File: config.mk
export PLATFORM = sky130hd
export DESIGN_NAME = gl_decode_flat
export DESIGN_NICKNAME = d
export VERILOG_FILES = /design/src/logic/gl_pkg.sv /design/src/logic/gl_mat_if.sv /design/src/logic/gl_decode.sv /design/src/flat_wrapper.sv
export VERILOG_INCLUDE_DIRS = /design/src /design/src/logic
export SDC_FILE = /design/constraint.sdc
export NUM_CORES = 1
export LEC_CHECK = 0
export BUFFER_PORTS_ARGS = -buffer_cell sky130_fd_sc_hd__buf_4
export CORE_AREA = 2 2 276 278
export DETAILED_ROUTE_END_ITERATION = 16
export DIE_AREA = 0 0 278 280
export GPL_TIMING_DRIVEN = 1
export HOLD_SLACK_MARGIN = 0.1
export PLACE_DENSITY = 0.58
export SKIP_LAST_GASP = 1
export SYNTH_ARGS = -nofsm -noshare
export SYNTH_HDL_FRONTEND = slang
export SYNTH_SLANG_ARGS = --single-unit
File: constraint.sdc
create_clock -name clk -period 11.66 [get_ports clk]
set_clock_uncertainty 0.05 [all_clocks]
set_input_delay 1.166 -clock clk [delete_from_list [all_inputs] [get_ports clk]]
set_output_delay 1.166 -clock clk [all_outputs]
set_load 0.005 [all_outputs]
File: src/logic/gl_config.svh
`ifndef GL_CONFIG_SVH
`define GL_CONFIG_SVH

////////////////////////////////////////
// Operand memory
`define GL_MEM_WORDS    256
`define GL_ADDR_W       8

////////////////////////////////////////
// Matrix stacks and vertex output
`define GL_STACK_DEPTH  4
`define GL_VTX_CREDITS  4

// Viewport size after reset, Q16.16
`define GL_VIEWPORT_W   32'h0140_0000   // 320
`define GL_VIEWPORT_H   32'h00F0_0000   // 240

`endif

File: src/logic/gl_pkg.sv
package gl_pkg;

    // Command opcodes
    typedef enum logic [7:0] {
        NOP           = 8'h00,
        VERTEX        = 8'h03,
        COLOR         = 8'h04,
        FLUSH         = 8'h05,
        MATRIX_MODE   = 8'h10,
        MULT_MATRIX   = 8'h11,
        LOAD_IDENTITY = 8'h12,
        LOAD_MATRIX   = 8'h13,
        PUSH_MATRIX   = 8'h14,
        POP_MATRIX    = 8'h15,
        VIEWPORT      = 8'h19
    } gl_opcode_t;

    // Matrix unit operations
    typedef enum logic [2:0] {
        MAT_LOAD_ID, MAT_LOAD, MAT_MULT, MAT_PUSH, MAT_POP, MAT_XFORM
    } gl_mat_op_t;

    typedef enum logic [1:0] {IDLE, FETCH, WAIT_MAT, EMIT} gl_dec_state_t;

    typedef enum logic {MODELVIEW = 1'b0, PROJECTION = 1'b1} gl_mat_mode_t;

    // Four Q16.16 words with x in [0] and w in [3]
    typedef logic [3:0][31:0] gl_vec4_t;

endpackage

File: src/logic/gl_mat_if.sv
`timescale 1ns/1ps
`include "gl_config.svh"

interface gl_mat_if import gl_pkg::*; ();

    // Request, valid while start is high
    logic                  start;
    gl_mat_op_t            op;
    gl_mat_mode_t          mode;
    logic [`GL_ADDR_W-1:0] addr;     // First of 16 row-major words
    gl_vec4_t              vec_in;

    // Completion
    logic                  done;
    gl_vec4_t              vec_out;  // Transformed vertex, XFORM only

    modport decoder (
        output start, op, mode, addr, vec_in,
        input  done, vec_out
    );

    modport unit (
        input  start, op, mode, addr, vec_in,
        output done, vec_out
    );

endinterface

File: src/logic/gl_decode.sv
`timescale 1ns/1ps
`include "gl_config.svh"

module gl_decode import gl_pkg::*; (
    input  logic                  clk,
    input  logic                  rst,
    input  logic                  cmd_valid,
    output logic                  cmd_ready,
    input  gl_opcode_t            cmd_opcode,
    input  logic [22:0]           cmd_imm,
    input  logic [`GL_ADDR_W-1:0] cmd_addr,
    output logic [`GL_ADDR_W-1:0] mem_addr,
    input  logic [31:0]           mem_data,
    gl_mat_if.decoder             mat,
    output logic                  vtx_valid,
    output logic                  vtx_flush,
    output gl_vec4_t              vtx_data,
    input  logic                  vtx_credit,
    output logic [31:0]           color_r,
    output logic [31:0]           color_g,
    output logic [31:0]           color_b,
    output logic [31:0]           viewport_x,
    output logic [31:0]           viewport_y,
    output logic [31:0]           viewport_w,
    output logic [31:0]           viewport_h
);

    localparam int CRED_W = $clog2(`GL_VTX_CREDITS + 1);

    gl_dec_state_t         state;
    gl_opcode_t            op_q;
    logic [`GL_ADDR_W-1:0] addr_q;
    gl_mat_mode_t          mat_mode;       // Set by MATRIX_MODE
    logic                  accept;
    logic                  long_op;
    logic [2:0]            fetch_cnt;
    logic [2:0]            fetch_len;
    logic [1:0]            cap_idx;
    gl_vec4_t              opnd;           // Fetched operands, later the transformed vertex
    gl_vec4_t              fetch_vec;
    logic [CRED_W-1:0]     credits;

    assign cmd_ready = (state == IDLE);
    assign accept    = cmd_valid && cmd_ready;
    assign long_op   = (op_q == LOAD_MATRIX) || (op_q == MULT_MATRIX) || (op_q == VERTEX);

    ////////////////////////////////////////
    // Operand fetch through port A
    assign mem_addr  = addr_q + `GL_ADDR_W'(fetch_cnt);
    assign fetch_len = (op_q == COLOR) ? 3'd3 : 3'd4;
    assign cap_idx   = 2'(fetch_cnt - 3'd1);

    always_comb
    begin
        fetch_vec          = opnd;
        fetch_vec[cap_idx] = mem_data;   // Word addressed last cycle
    end

    // Matrix request fields, held from the command latch
    assign mat.mode   = mat_mode;
    assign mat.addr   = addr_q;
    assign mat.vec_in = opnd;

    always_comb
    begin
        case (op_q)
            LOAD_IDENTITY: mat.op = MAT_LOAD_ID;
            LOAD_MATRIX:   mat.op = MAT_LOAD;
            MULT_MATRIX:   mat.op = MAT_MULT;
            PUSH_MATRIX:   mat.op = MAT_PUSH;
            POP_MATRIX:    mat.op = MAT_POP;
            default:       mat.op = MAT_XFORM;   // VERTEX
        endcase
    end

    ////////////////////////////////////////
    // Command FSM
    always_ff @(posedge clk)
    begin
        mat.start <= 1'b0;
        vtx_valid <= 1'b0;
        vtx_flush <= 1'b0;
        if (rst)
        begin
            state      <= IDLE;
            op_q       <= NOP;
            mat_mode   <= MODELVIEW;
            fetch_cnt  <= '0;
            credits    <= CRED_W'(`GL_VTX_CREDITS);
            color_r    <= '0;
            color_g    <= '0;
            color_b    <= '0;
            viewport_x <= '0;
            viewport_y <= '0;
            viewport_w <= `GL_VIEWPORT_W;
            viewport_h <= `GL_VIEWPORT_H;
        end
        else
        begin
            credits <= credits + CRED_W'(vtx_credit) - CRED_W'(vtx_valid);
            case (state)
                IDLE:
                if (accept)
                begin
                    op_q      <= cmd_opcode;
                    addr_q    <= cmd_addr;
                    fetch_cnt <= '0;
                    case (cmd_opcode)
                        COLOR, VIEWPORT, VERTEX:
                            state <= FETCH;
                        LOAD_MATRIX, MULT_MATRIX, LOAD_IDENTITY, PUSH_MATRIX, POP_MATRIX:
                        begin
                            mat.start <= 1'b1;
                            state     <= WAIT_MAT;
                        end
                        FLUSH:
                            state <= EMIT;
                        MATRIX_MODE:
                        begin
                            mat_mode <= gl_mat_mode_t'(cmd_imm[0]);
                            state    <= WAIT_MAT;
                        end
                        default:
                            state <= WAIT_MAT;   // NOP, one cycle busy
                    endcase
                end
                FETCH:
                begin
                    fetch_cnt <= fetch_cnt + 1'b1;
                    if (fetch_cnt != '0)
                        opnd <= fetch_vec;
                    if (fetch_cnt == fetch_len)
                    begin
                        state <= IDLE;
                        if (op_q == COLOR)
                        begin
                            color_r <= fetch_vec[0];
                            color_g <= fetch_vec[1];
                            color_b <= fetch_vec[2];
                        end
                        else if (op_q == VIEWPORT)
                        begin
                            viewport_x <= fetch_vec[0];
                            viewport_y <= fetch_vec[1];
                            viewport_w <= fetch_vec[2];
                            viewport_h <= fetch_vec[3];
                        end
                        else
                        begin
                            mat.start <= 1'b1;   // Vertex complete, transform it
                            state     <= WAIT_MAT;
                        end
                    end
                end
                WAIT_MAT:
                begin
                    // Short ops finish at the start edge, their done lands before any new start
                    if (!long_op)
                        state <= IDLE;
                    else if (mat.done && op_q == VERTEX)
                    begin
                        opnd  <= mat.vec_out;
                        state <= EMIT;
                    end
                    else if (mat.done)
                        state <= IDLE;
                end
                EMIT:
                if (credits != '0)   // Otherwise hold, cmd_ready stays low
                begin
                    vtx_valid <= 1'b1;
                    vtx_flush <= (op_q == FLUSH);
                    vtx_data  <= (op_q == FLUSH) ? '0 : opnd;
                    state     <= IDLE;
                end
                default:
                    state <= IDLE;
            endcase
        end
    end

endmodule

File: src/flat_wrapper.sv
// flat-port wrapper written by rule: the top's interface ports become plain ports
module gl_decode_flat import gl_pkg::*;
  (clk, rst, cmd_valid, cmd_ready, cmd_opcode, cmd_imm, cmd_addr, mem_addr, mem_data, vtx_valid, vtx_flush, vtx_data, vtx_credit, color_r, color_g, color_b, viewport_x, viewport_y, viewport_w, viewport_h, mat_start, mat_op, mat_mode, mat_addr, mat_vec_in, mat_done, mat_vec_out);
  gl_mat_if mat_i ();
  input  logic clk;
  input  logic rst;
  input  logic cmd_valid;
  output logic cmd_ready;
  input  gl_opcode_t cmd_opcode;
  input  logic [22:0] cmd_imm;
  input  logic [`GL_ADDR_W-1:0] cmd_addr;
  output logic [`GL_ADDR_W-1:0] mem_addr;
  input  logic [31:0] mem_data;
  output logic vtx_valid;
  output logic vtx_flush;
  output gl_vec4_t vtx_data;
  input  logic vtx_credit;
  output logic [31:0] color_r;
  output logic [31:0] color_g;
  output logic [31:0] color_b;
  output logic [31:0] viewport_x;
  output logic [31:0] viewport_y;
  output logic [31:0] viewport_w;
  output logic [31:0] viewport_h;
  output wire logic [$bits(mat_i.start)-1:0] mat_start;
  output wire logic [$bits(mat_i.op)-1:0] mat_op;
  output wire logic [$bits(mat_i.mode)-1:0] mat_mode;
  output wire logic [$bits(mat_i.addr)-1:0] mat_addr;
  output wire logic [$bits(mat_i.vec_in)-1:0] mat_vec_in;
  input wire logic [$bits(mat_i.done)-1:0] mat_done;
  input wire logic [$bits(mat_i.vec_out)-1:0] mat_vec_out;
  assign mat_start = mat_i.start;
  assign mat_op = mat_i.op;
  assign mat_mode = mat_i.mode;
  assign mat_addr = mat_i.addr;
  assign mat_vec_in = mat_i.vec_in;
  assign mat_i.done = mat_done;
  assign mat_i.vec_out = mat_vec_out;
  gl_decode u_core (.clk(clk), .rst(rst), .cmd_valid(cmd_valid), .cmd_ready(cmd_ready), .cmd_opcode(cmd_opcode), .cmd_imm(cmd_imm), .cmd_addr(cmd_addr), .mem_addr(mem_addr), .mem_data(mem_data), .mat(mat_i), .vtx_valid(vtx_valid), .vtx_flush(vtx_flush), .vtx_data(vtx_data), .vtx_credit(vtx_credit), .color_r(color_r), .color_g(color_g), .color_b(color_b), .viewport_x(viewport_x), .viewport_y(viewport_y), .viewport_w(viewport_w), .viewport_h(viewport_h));
endmodule
==> summary.md <==
| Metric | Value |
|---|---|
| Setup Crit Path Kind | in2reg |
| GP Congestion | about 0.83 |
| Final ANT Viol Nets | 0 |
| Die ar. | approximately 78000 sq um |
| Arr. time, crit path | ~3.7 ns |
| Initial Util | 0.2790 |
| Final Hold Fails | 0 |
| Total CTS buffers | approximately 60 |
| Crit path cell chain | clkbuf_8 > nand3b_1 > a21oi_4 > buf_4 |
| Clock Sinks | 508 |
| # H-tree levels | 2 |
| I/O pin total | between 700 and 800 |
| Pre-CTS setup slack | between 7 and 8 ns |
| Max_slew headroom | 0.2767 |
| Nets | around 2600 |
| Ys flop type | edfxtp_1 |
| Vias | ~16000 |
| WL final | between 70 and 80 mm |
| Worst Hold End | u_core.viewport_y[12] |
| CP top delay family | buffers and inverters |
| Post-layout util | 0.3876 |
| Residual DRC | 0 |
| IO Port Bufs | 685 |
| CP required | approximately 12 ns |
| Crit path buffers/inverters | 2 |
| GRT Residual Overflow | 0 |
| Path depth of the worst reg2reg path | 5 |
| Hold_sp | u_core.viewport_y[12] |
| Fill cells | 7285 |
| R2R Setup Slk | slightly above 8 ns |
| Initial antenna violation count | 2 |
| Hold Path Class | reg2reg |
| Synth Instances | 1733 |
| Post-CTS sizing | 0 |
| Worst Tran Pin Value | 1.082 ns |
| Post-layout minimum cycle time | about 3.5 ns |
| Most frequent cells in the layout | buf_4, nand2_1, edfxtp_1, mux2_2, dfxtp_1 |
| FF-to-FF End | u_core.mat.vec_in[111] |
| Setup crit end kind | flip-flop |
| GR Util All Layers | 0.1865 |
| Ratio of cells with drive above 1 in the final layout | 0.4378 |
| Wire per inst | around 22 microns |
| Sum Neg Setup Slack | 0 ns |
| Slowest cell on the critical path | a21oi_4 |
| Mean area per synthesized cell | 12.11 sq um |
| Static Leak | about 11 nW |
| Clock buffer depth | 3 |
| CTS tree | done |
| Layout area overhead | 38.91% |
| Core box area | roughly 75000 sq um |
| Clk_lat worst skew | about 0.60 ns |
| Register bit count reported by yosys | between 500 and 600 |
| Via density | 4.651 |
| Setup bufs post-CTS | 0 |
| Cts hold-fix bufs | 0 |
| Pwr/cell area | 186.9 nW/um^2 |
| Post-synth EDFFs | 264 |
| Reg2Reg Launch Point | u_core.op_q[3] |
| Final Cycle Share | 0.3044 |
| Commonest non-fill, non-tap cell in the layout | buf_4 |
| Worst setup margin | slightly above 8 ns |
| Distinct cells, synth | 50 |
| First-pass GRT wire length | roughly 110 mm |
| Maximum clock frequency | ~280 MHz |
| Number of global-route vias before repair | around 16000 |
| Clock tree root driver cell | clkbuf_16 |
| Synth warn | 0 |
| Ys async rst share | 0 |
| Worst-path fanout max | 102 |
| Synthesized cell area | 20980 sq um |
| Peak supply drop | approximately 0.13 mV |
| Status | completed |
| Worst path max stage delay | ~0.83 ns |
| Hold WS | between 0.4 and 0.5 ns |
| Largest net degree at the start of global routing | a little over 100 |
| Die Y | between 200 and 300 microns |
| Row count | 101 |
| MaxCap Viol Count | 0 |
| Initial DRC count | approximately 950 |
| Sequential share of the synthesized area | 0.6107 |
| Slew Limit Fails | 0 |
| Final setup violation count | 0 |
| DRT Pass-1 Iters | 5 |
| RSZ-0062 raised after global routing | no |
| Die width | 278 microns |
| Synthesized net count | approximately 2000 |
| Detail Placement HPWL | 52.72 mm |
| CTS clock-pin slew for the worst setup and hold paths | ~0.060 ns |
| Worst setup SP type | primary input |
| WHS Path Cells | 2 |
==> kinds of logic after synthesis <==
| family | after synthesis | synth area share |
|---|---|---|
| compound gates | 159 | 0.04097 |
| fa+ha+maj | 17 | 0.01085 |
| xor+xnor | 10 | 0.004175 |
| mux | 353 | 0.1834 |
| flops | 508 | 0.6107 |
| simple gates | 563 | 0.1232 |
| buf+inv | 123 | 0.02672 |
==> worst max path at each step <==
| stage | start | endpoint | slack (ns) | cells past startpoint |
|---|---|---|---|---|
| finish | rst | u_core.mat.vec_in[111] | 8.11 | 4 |
| floorplan | rst | u_core.vtx_data[0] | 0.14 | 2 |
| detailed placement | rst | u_core.mat.vec_in[51] | 7.36 | 4 |
| global placement | rst | u_core.mat.vec_in[115] | 7.34 | 4 |
| CTS | rst | u_core.mat.vec_in[114] | 8.04 | 4 |
| global route | rst | u_core.mat.vec_in[111] | 7.93 | 4 |
==> flip-flops by register name, indices dropped and copies added, names as in the netlist, 2 cells and up <==
| register | flops |
|---|---|
| u_core.vtx_data | 128 |
| u_core.color_r | 32 |
| u_core.credits | 3 |
| u_core.color_g | 32 |
| u_core.viewport_h | 32 |
| u_core.fetch_cnt | 3 |
| u_core.viewport_w | 32 |
| u_core.color_b | 32 |
| u_core.mat.addr | 8 |
| u_core.state | 2 |
| u_core.viewport_x | 32 |
| u_core.viewport_y | 32 |
| u_core.op_q | 8 |
| u_core.mat.vec_in | 128 |
==> cell type report <==
type | instances | area [sq um] | area share
well taps | 978 | 1224 | 0.04199
clock buffers | 83 | 1775 | 0.06092
multi-input cells | 1102 | 7672 | 0.2633
diodes | 1 | 2.502 | 0.00008587
flip-flops and latches | 508 | 12810 | 0.4396
repair buffers | 707 | 5314 | 0.1823
inverters | 10 | 37.54 | 0.001288
clock inverters | 27 | 305.3 | 0.01048
==> metrics by stage <==
stage,power (mW),area (sq um),instances
6_report,5.446,29140,3416
5_1_grt,5.668,29140,3415
4_1_cts,5.511,29140,3415
3_5_place_dp,3.538,27060,3305
3_3_place_gp,3.512,27060,3305
2_1_floorplan,3.015,20980,1733
==> synthesized netlist by cell type, drive strengths merged, types with 5 or more instances <==
library cell / n / area [sq um]
o21ai: 5 / 25.02
nand3b: 7 / 52.55
mux2: 252 / 2838
xnor2: 7 / 61.31
inv: 10 / 37.54
edfxtp: 264 / 7928
nor2: 109 / 411.7
nand2: 279 / 1047
and2: 130 / 813.3
mux2i: 101 / 1011
ha: 15 / 187.7
clkbuf: 67 / 251.5
dfxtp: 244 / 4885
nor2b: 6 / 37.54
nor3: 7 / 35.03
a21oi: 135 / 675.7
buf: 46 / 271.5
nand3: 6 / 30.03
==> power by group <==
part	total, mW	switching [mW]	internal (mW)
clock	1.96	0.767	1.20
sequential	2.29	0.119	2.17
combinational	1.20	0.600	0.598
==> metal layers <==
metal	GRT usage	part of all wire	up-vias
li1	-	-	7384
met1	0.2233	0.40	7782
met2	0.3232	0.49	595
met3	0.05171	0.074	126
met4	0.06001	0.032	0
met5	0	0	-
==> worst register-to-register path: cells and delay by family (launching register included) <==
family,cells,cell delay [ns]
AOI/OAI and AO/OA,1,0.88
buffers and inverters,1,0.79
DFF,1,0.36
and+or+nand+nor,3,0.89
Note: power is estimated with default switching activity, not from simulation.
